`src/rtl/boot_rom.svh`:
```
/*
 * Boot program image
 * Fixed ROM contents of the inner interpreter that loop back to address 0
 */

`ifndef BOOT_ROM_SVH
`define BOOT_ROM_SVH

// One phrase per line with the address of its first cell on the right
localparam cell_t boot_image [rom_depth] = '{
	// Prompt character                                       0
	op_lit, "?", op_emit,
	// 7 - 3 as a digit                                       3
	op_lit, 7, op_lit, 3, op_minus,
	op_lit, "0", op_plus, op_emit,
	// Countdown from 3                                       12
	op_lit, 3,
	// Loop body repeats from 14 until zero                   14
	op_lit, 1, op_minus,
	op_dup, op_zero_equal, op_0branch, 14,
	// Discard the spent counter                              21
	op_drop,
	// Green and red on                                       22
	op_lit, 5, op_io_led,
	// Print -2 with the sign first                           25
	op_lit, 2, op_negate,
	op_dup, op_zero_less_than, op_0branch, 35,
	op_lit, "-", op_emit,
	// Magnitude as a digit                                   35
	op_negate,
	op_lit, "0", op_plus, op_emit,
	// (12 and 10) or 1 as a digit                            40
	op_lit, 12, op_lit, 10, op_and,
	op_lit, 1, op_or,
	op_lit, "0", op_plus, op_emit,
	// Blue only and back to the start                        52
	op_lit, 2, op_io_led,
	op_branch, 0,
	// Unused tail                                            57
	0, 0, 0, 0, 0, 0, 0
};

`endif

```
`src/rtl/forth_pkg.sv`:
```
/*
 * Forth processor definitions
 * Cell and opcode widths, stack and ROM sizing, and the word set
 * of the inner interpreter
 */

package forth_pkg;

	////////////////////////////////////////////////////////////////////////////
	// Data path sizing
	////////////////////////////////////////////////////////////////////////////

	// Stack cell and ROM word
	localparam int cell_width = 32;
	typedef logic [cell_width-1:0] cell_t;

	// Opcode sits in the low bits of a ROM word
	localparam int opcode_width = 16;

	// Circular data stack
	localparam int stack_depth = 16;
	typedef logic [$clog2(stack_depth)-1:0] stack_ptr_t;

	// Boot ROM with one cell per address
	localparam int rom_depth = 64;
	localparam int rom_addr_width = $clog2(rom_depth);
	typedef logic [rom_addr_width-1:0] rom_addr_t;

	// Green, blue, red
	localparam int led_count = 3;

	////////////////////////////////////////////////////////////////////////////
	// Word set
	////////////////////////////////////////////////////////////////////////////

	// Any value outside this list runs as a no-op
	typedef enum logic [opcode_width-1:0] {
		op_lit,
		op_plus,
		op_minus,
		op_dup,
		op_drop,
		op_zero_equal,
		op_zero_less_than,
		op_negate,
		op_and,
		op_or,
		op_branch,
		op_0branch,
		op_emit,
		op_io_led
	} op_e;

endpackage

```
`src/rtl/uart_pkg.sv`:
```
/*
 * Serial transmit definitions
 * Bit timing and frame layout for the transmit line
 */

package uart_pkg;

	// Clocks per serial bit kept short for simulation
	localparam int bit_clocks = 8;

	// Start bit, eight data bits LSB first, stop bit
	localparam int frame_bits = 10;

	typedef logic [7:0] char_t;

endpackage

```
`src/rtl/data_stack.sv`:
```
/*
 * Circular data stack
 * Top and next-of-stack read combinationally while push, pop and
 * top replacement apply at the following clock edge
 */

`timescale 1ns/1ns

module data_stack
	import forth_pkg::*;
(
	input  logic  clk,
	input  logic  reset,
	input  logic  push,
	input  logic  pop,
	input  logic  wr_en,
	input  cell_t wr_data,
	output cell_t top,
	output cell_t next
);

	cell_t      cells [stack_depth];
	stack_ptr_t ptr;
	stack_ptr_t above;
	stack_ptr_t below;

	// Neighbours of the top wrap at both ends
	assign above = ptr + 1'b1;
	assign below = ptr - 1'b1;

	assign top  = cells[ptr];
	assign next = cells[below];

	// Pointer always names the current top
	always_ff @(posedge clk) begin
		if (!reset) begin
			ptr <= '0;
		end else if (push) begin
			ptr <= above;
		end else if (pop) begin
			ptr <= below;
		end
	end

	// Push writes the new top and pop with write folds a binary result
	always_ff @(posedge clk) begin
		if (push) begin
			cells[above] <= wr_data;
		end else if (wr_en) begin
			cells[pop ? below : ptr] <= wr_data;
		end
	end

endmodule

```
`src/rtl/forth_core.sv`:
```
/*
 * Forth inner interpreter
 * Fetches opcodes and inline operands from the boot ROM, drives the data
 * stack, branches, loads the LED register and sends characters under a
 * single transmit credit
 */

`timescale 1ns/1ns

module forth_core
	import forth_pkg::*;
	import uart_pkg::*;
(
	input  logic  clk,
	input  logic  reset,
	output logic  push,
	output logic  pop,
	output logic  wr_en,
	output cell_t wr_data,
	input  cell_t top,
	input  cell_t next,
	output logic  tx_valid,
	output char_t tx_data,
	input  logic  tx_credit,
	output logic  led_g,
	output logic  led_b,
	output logic  led_r
);

	`include "boot_rom.svh"

	rom_addr_t pc;
	rom_addr_t pc_next;
	cell_t     rom_word;
	op_e       opcode;
	op_e       pending_op;
	logic      operand_phase;
	logic      operand_next;
	logic      credit;
	logic      led_load;

	// ROM read with the opcode in the low bits
	assign rom_word = boot_image[pc];
	assign opcode   = op_e'(rom_word[opcode_width-1:0]);

	// Low byte of top goes out on emit
	assign tx_data = top[7:0];

	////////////////////////////////////////////////////////////////////////////
	// Decode
	////////////////////////////////////////////////////////////////////////////

	always_comb begin
		push         = 1'b0;
		pop          = 1'b0;
		wr_en        = 1'b0;
		wr_data      = top;
		pc_next      = pc + 1'b1;
		operand_next = 1'b0;
		tx_valid     = 1'b0;
		led_load     = 1'b0;
		if (operand_phase) begin
			// Current word is the operand of the held opcode
			case (pending_op)
				op_lit: begin
					push    = 1'b1;
					wr_data = rom_word;
				end
				op_branch: pc_next = rom_addr_t'(rom_word);
				op_0branch: begin
					// Flag is consumed either way
					pop = 1'b1;
					if (top == '0) begin
						pc_next = rom_addr_t'(rom_word);
					end
				end
				default: ;
			endcase
		end else begin
			case (opcode)
				op_lit, op_branch, op_0branch: operand_next = 1'b1;
				// Binary words fold into next-of-stack
				op_plus: begin
					pop     = 1'b1;
					wr_en   = 1'b1;
					wr_data = next + top;
				end
				op_minus: begin
					pop     = 1'b1;
					wr_en   = 1'b1;
					wr_data = next - top;
				end
				op_and: begin
					pop     = 1'b1;
					wr_en   = 1'b1;
					wr_data = next & top;
				end
				op_or: begin
					pop     = 1'b1;
					wr_en   = 1'b1;
					wr_data = next | top;
				end
				op_dup: push = 1'b1;
				op_drop: pop = 1'b1;
				// Forth true is all ones
				op_zero_equal: begin
					wr_en   = 1'b1;
					wr_data = (top == '0) ? '1 : '0;
				end
				op_zero_less_than: begin
					wr_en   = 1'b1;
					wr_data = {cell_width{top[cell_width-1]}};
				end
				op_negate: begin
					wr_en   = 1'b1;
					wr_data = -top;
				end
				op_io_led: begin
					led_load = 1'b1;
					pop      = 1'b1;
				end
				op_emit: begin
					if (credit) begin
						tx_valid = 1'b1;
						pop      = 1'b1;
					end else begin
						// Hold here until the transmitter hands the credit back
						pc_next = pc;
					end
				end
				default: ;
			endcase
		end
	end

	////////////////////////////////////////////////////////////////////////////
	// State
	////////////////////////////////////////////////////////////////////////////

	always_ff @(posedge clk) begin
		if (!reset) begin
			pc            <= '0;
			operand_phase <= 1'b0;
			pending_op    <= op_lit;
			credit        <= 1'b1;
			led_g         <= 1'b1;
			led_b         <= 1'b1;
			led_r         <= 1'b1;
		end else begin
			pc            <= pc_next;
			operand_phase <= operand_next;
			if (operand_next) begin
				pending_op <= opcode;
			end
			// Spent on send and regained on the credit pulse
			credit <= (credit & ~tx_valid) | tx_credit;
			// LEDs are active low
			if (led_load) begin
				{led_r, led_b, led_g} <= ~top[led_count-1:0];
			end
		end
	end

endmodule

```
`src/rtl/forth_proc.sv`:
```
/*
 * Forth processor top level
 * Inner interpreter, data stack and serial transmitter
 */

`timescale 1ns/1ns

module forth_proc
	import forth_pkg::*;
	import uart_pkg::*;
(
	input  logic clk,
	input  logic reset,
	output logic tx,
	output logic led_g,
	output logic led_b,
	output logic led_r
);

	// Core to stack
	logic  push;
	logic  pop;
	logic  wr_en;
	cell_t wr_data;
	cell_t top;
	cell_t next;

	// Core to transmitter under credit flow
	logic  tx_valid;
	char_t tx_data;
	logic  tx_credit;

	forth_core core (
		.clk(clk), .reset(reset),
		.push(push), .pop(pop), .wr_en(wr_en), .wr_data(wr_data),
		.top(top), .next(next),
		.tx_valid(tx_valid), .tx_data(tx_data), .tx_credit(tx_credit),
		.led_g(led_g), .led_b(led_b), .led_r(led_r)
	);

	data_stack stack (
		.clk(clk), .reset(reset),
		.push(push), .pop(pop), .wr_en(wr_en), .wr_data(wr_data),
		.top(top), .next(next)
	);

	uart_tx transmitter (
		.clk(clk), .reset(reset),
		.tx_valid(tx_valid), .tx_data(tx_data), .tx_credit(tx_credit),
		.tx(tx)
	);

endmodule

```
`src/rtl/uart_tx.sv`:
```
/*
 * Serial transmitter
 * Shifts one start, eight data and one stop bit per accepted byte
 * and then returns the credit to the sender
 */

`timescale 1ns/1ns

module uart_tx
	import uart_pkg::*;
(
	input  logic  clk,
	input  logic  reset,
	input  logic  tx_valid,
	input  char_t tx_data,
	output logic  tx_credit,
	output logic  tx
);

	typedef logic [$clog2(bit_clocks)-1:0] timer_t;
	typedef logic [$clog2(frame_bits)-1:0] index_t;

	logic   busy;
	timer_t bit_timer;
	index_t bit_index;
	// Data bits then the stop bit with the LSB out first
	logic [8:0] shift;

	always_ff @(posedge clk) begin
		if (!reset) begin
			busy      <= 1'b0;
			bit_timer <= '0;
			bit_index <= '0;
			tx_credit <= 1'b0;
			tx        <= 1'b1;
		end else begin
			tx_credit <= 1'b0;
			if (tx_valid) begin
				// Start bit begins on this edge
				busy      <= 1'b1;
				bit_timer <= '0;
				bit_index <= '0;
				shift     <= {1'b1, tx_data};
				tx        <= 1'b0;
			end else if (busy) begin
				if (bit_timer == timer_t'(bit_clocks - 1)) begin
					bit_timer <= '0;
					if (bit_index == index_t'(frame_bits - 1)) begin
						// End of stop bit with the line left high
						busy      <= 1'b0;
						tx_credit <= 1'b1;
					end else begin
						tx        <= shift[0];
						shift     <= shift >> 1;
						bit_index <= bit_index + 1'b1;
					end
				end else begin
					bit_timer <= bit_timer + 1'b1;
				end
			end
		end
	end

endmodule

```
`config.mk`:
```
export PLATFORM = sky130hd
export DESIGN_NAME = forth_proc
export DESIGN_NICKNAME = d
export VERILOG_FILES = /design/src/rtl/forth_pkg.sv /design/src/rtl/uart_pkg.sv /design/src/rtl/data_stack.sv /design/src/rtl/forth_core.sv /design/src/rtl/forth_proc.sv /design/src/rtl/uart_tx.sv
export VERILOG_INCLUDE_DIRS = /design/src /design/src/rtl
export SDC_FILE = /design/constraint.sdc
export NUM_CORES = 1
export LEC_CHECK = 0
export BUFFER_PORTS_ARGS = -buffer_cell sky130_fd_sc_hd__buf_2
export CAP_MARGIN = 20
export CELL_PAD_IN_SITES_DETAIL_PLACEMENT = 1
export CELL_PAD_IN_SITES_GLOBAL_PLACEMENT = 1
export CORE_MARGIN = 2
export CORE_UTILIZATION = 49
export CTS_CLUSTER_DIAMETER = 120
export DETAILED_ROUTE_END_ITERATION = 8
export PLACE_DENSITY = 0.77
export SETUP_SLACK_MARGIN = 0.2
export SLEW_MARGIN = 20
export SYNTH_ARGS = -nofsm -noshare
export SYNTH_HDL_FRONTEND = slang
export SYNTH_SLANG_ARGS = --single-unit
```
`constraint.sdc`:
```
create_clock -name clk -period 7.5 [get_ports clk]
set_clock_uncertainty 0.05 [all_clocks]
set_input_delay 0.375 -clock clk [delete_from_list [all_inputs] [get_ports clk]]
set_output_delay 0.375 -clock clk [all_outputs]
set_load 0.05 [all_outputs]
```
==> reports/metrics.csv <==
stage,metric,value,unit
cts,Max Root-Sink Buffers,3,
routing,drt drc,0,
grt,total grt overflow,0,
logic_synthesis,post-synthesis cell type count,78,
cts,H-tree Lvls,2,
routing,vias per inst,6.932,
logic_synthesis,Seq cells post-synth,552,
setup_path,worst r2r src,stack.ptr[0],
cells_and_area,"commonest non-fill, non-tap cells in the layout","edfxtp_1, nand2_1, mux4_2",
cts,"CTS clk-pin slew, worst paths",0.06,ns
timing,unrepaired setup endpoints after global routing,false,
placement,Final GP Congestion,0.9637,
logic_synthesis,Mapped Cells,2360,
timing,TNS Setup,0,ns
routing,Initial DRC Count,2366,
grt,vias in the first global route,23600,
cts,# resized after CTS,0,
worst_hold_path,Hold Path Cell Cnt,2,
run_status,status,finished clean,
die,Die Wd,257.4,µm
grt,M3 GR Usage,4.521,%
logic_synthesis,number of synthesized flops with an enable pin,521,
logic_synthesis,Syn Std Cell Area,31470,µm²
setup_path,Crit. End Element,register,
timing,max-slew violation count,0,
worst_hold_path,Hold Crit Class,input port to register,
routing,WL final,104.2,mm
placement,DPL Wire Length,65.42,mm
worst_hold_path,worst hold start,reset,
routing,WL/cell,31.72,µm
cts,CTS Buf Count,59,
logic_synthesis,Syn Area/Cell,13.34,µm²
cells_and_area,"commonest non-fill, non-tap cell in the layout",edfxtp_1,
setup_path,cell depth of the worst flop-to-flop path,20,
logic_synthesis,Yosys warning count,0,
routing,routed via count,22780,
logic_synthesis,fraction of registers with async set/reset,0,%
timing,period utilization,90.79,%
timing,"Setup violations, final",0,
timing,final hold vios,0,
logic_synthesis,Synth Flop Type,edfxtp_1,
die,die height,257.4,µm
cells_and_area,layout cell share with drive strength beyond 1,21.40,%
logic_synthesis,synthesized net count,2477,
setup_path,Critical Path AT,7.05,ns
grt,initial antenna violation count,2,
setup_path,"Max FO, Critical Path",36,
cts,clk sink count,552,
cts,number of hold buffers added after cts,0,
timing,Worst Max-Slew Pin Slew,1.110,ns
cts,CTS Root Buffer Type,clkbuf_16,
logic_synthesis,sequential element share of the synthesized area,51.68,%
cts,Skew-Pair Late Insertion Delay,0.64,ns
grt,pin count of the biggest net entering global routing,133,
setup_path,critical setup path kind,register to register,
grt,GR peak layer,met2,
routing,Final ANT Viol Nets,0,
routing,First-pass DRT Iterations,7,
cells_and_area,Final #Nets,2506,
setup_path,CP startpoint kind,register,
cts,CTS tree,built,
setup_path,flop-to-flop setup slack,0.69,ns
cts,Post-CTS Setup Inserts,0,
setup_path,worst endpoint required time,7.74,ns
job,maxcap violations,0,
worst_hold_path,Worst Hold End,transmitter.tx,
grt,grt met2 use,50.35,%
grt,first-pass GRT wire length,155.9,mm
die,I/O Pins,6,
timing,FMAX,0.1469,GHz
die,full die area,66270,µm²
die,Core Region,63310,µm²
timing,relative slew slack,25.47,%
timing,Final min period,6.809,ns
grt,met1 Use GR,42.83,%
setup_path,reg-to-reg endpoint,stack.cells[1][27],
die,Cell Rows,92,
die,initial core utilization,49.71,%
placement,IO Port Bufs,5,
grt,gr usage total,31.58,%
cells_and_area,P&R area growth vs syn,11.27,%
-- final cells by class --
cell class	count	area (µm²)
multi-input cells	1568	14330
clock inverters	41	449.2
clock buffers	70	1602
fillers	6181	28290
inverters	93	349.1
flip-flops and latches	552	16280
diodes	1	2.502
repair buffers	115	945.9
well taps	846	1059
-- Yosys cell counts, types with 25 or more instances --
cell type | instances | area (µm²)
edfxtp_1 | 521 | 15650
nand2_1 | 281 | 1055
mux4_2 | 262 | 5901
o21ai_0 | 127 | 635.6
nor2_1 | 118 | 442.9
ha_1 | 113 | 1414
a21oi_1 | 101 | 505.5
clkbuf_1 | 96 | 360.4
inv_1 | 91 | 341.6
nand3_1 | 56 | 280.3
xnor2_1 | 46 | 402.9
a22oi_1 | 42 | 315.3
buf_2 | 34 | 170.2
nor3_1 | 32 | 160.2
dfxtp_1 | 31 | 620.6
o22ai_1 | 31 | 193.9
a21o_1 | 30 | 225.2
xor2_1 | 26 | 227.7
o211ai_1 | 25 | 187.7
-- worst max path at each step --
stage,from,end,cells past startpoint
2_1_floorplan,stack.ptr[0],stack.cells[0][30],25
3_3_place_gp,stack.ptr[0],stack.cells[4][31],20
3_5_place_dp,stack.ptr[0],stack.cells[0][31],20
4_1_cts,stack.ptr[0],stack.cells[1][31],20
5_1_grt,stack.ptr[0],stack.cells[3][27],20
6_report,stack.ptr[0],stack.cells[1][27],20
-- worst max-delay path, stage by stage (launching register included) --
cell and delay [ns]:
dfxtp_4 0.58, inv_1 0.23, ha_4 0.70, buf_4 0.30, mux4_2 0.32, nand2_1 0.10
nand3_1 0.13, o21ai_0 0.32, nor2_1 0.18, ha_1 0.31, nor2b_1 0.15, o31ai_1 0.47
a32oi_1 0.21, buf_4 0.20, a21oi_1 0.32, a211oi_1 0.18, a211o_1 0.38, a31oi_1 0.23
xnor2_1 0.16, a21oi_1 0.11, a21oi_1 0.81
-- kinds of logic after synthesis --
logic type               share of synthesized area, %
flip-flops                                      51.68
AND/OR/NAND/NOR                                 8.560
adder cells (fa/ha/maj)                         4.620
multiplexers                                    19.63
buffers and inverters                           3.324
XOR/XNOR                                        2.004
AO/OA/AOI/OAI                                   10.18
-- layer usage --
metal  up-vias  part of all wire [%]
met5         -                 0.012
li1       9383                     -
met3       293                   7.6
met4         2                   5.3
met2      1154                    47
met1     11950                    40
-- through the flow --
step	setup WS [ns]	util (%)	hold slack, ns	cells	area (µm²)
2_1_floorplan	0.2921	-	0.3445	2360	31470
3_3_place_gp	0.8456	51.99	0.3786	3172	32910
3_5_place_dp	0.6266	51.99	0.3619	3172	32910
4_1_cts	0.5840	55.23	0.01237	3283	34960
5_1_grt	0.3384	55.31	0.04490	3285	35010
6_report	0.6911	55.31	0.03602	3286	35020
-- state kept, by name (all words and copies together) (netlist names) --
register / flops
core.pending_op: 6
transmitter.tx_credit: 1
core.credit: 1
core.pc: 6
core.led_r: 1
stack.ptr: 4
transmitter.tx: 1
core.led_b: 1
transmitter.bit_timer: 3
stack.cells: 512
transmitter.shift: 9
transmitter.bit_index: 4
transmitter.busy: 1
core.led_g: 1
core.operand_phase: 1
Power is not shown: default switching activity piles up to over one toggle a cycle in this logic, so the estimate is an artifact.
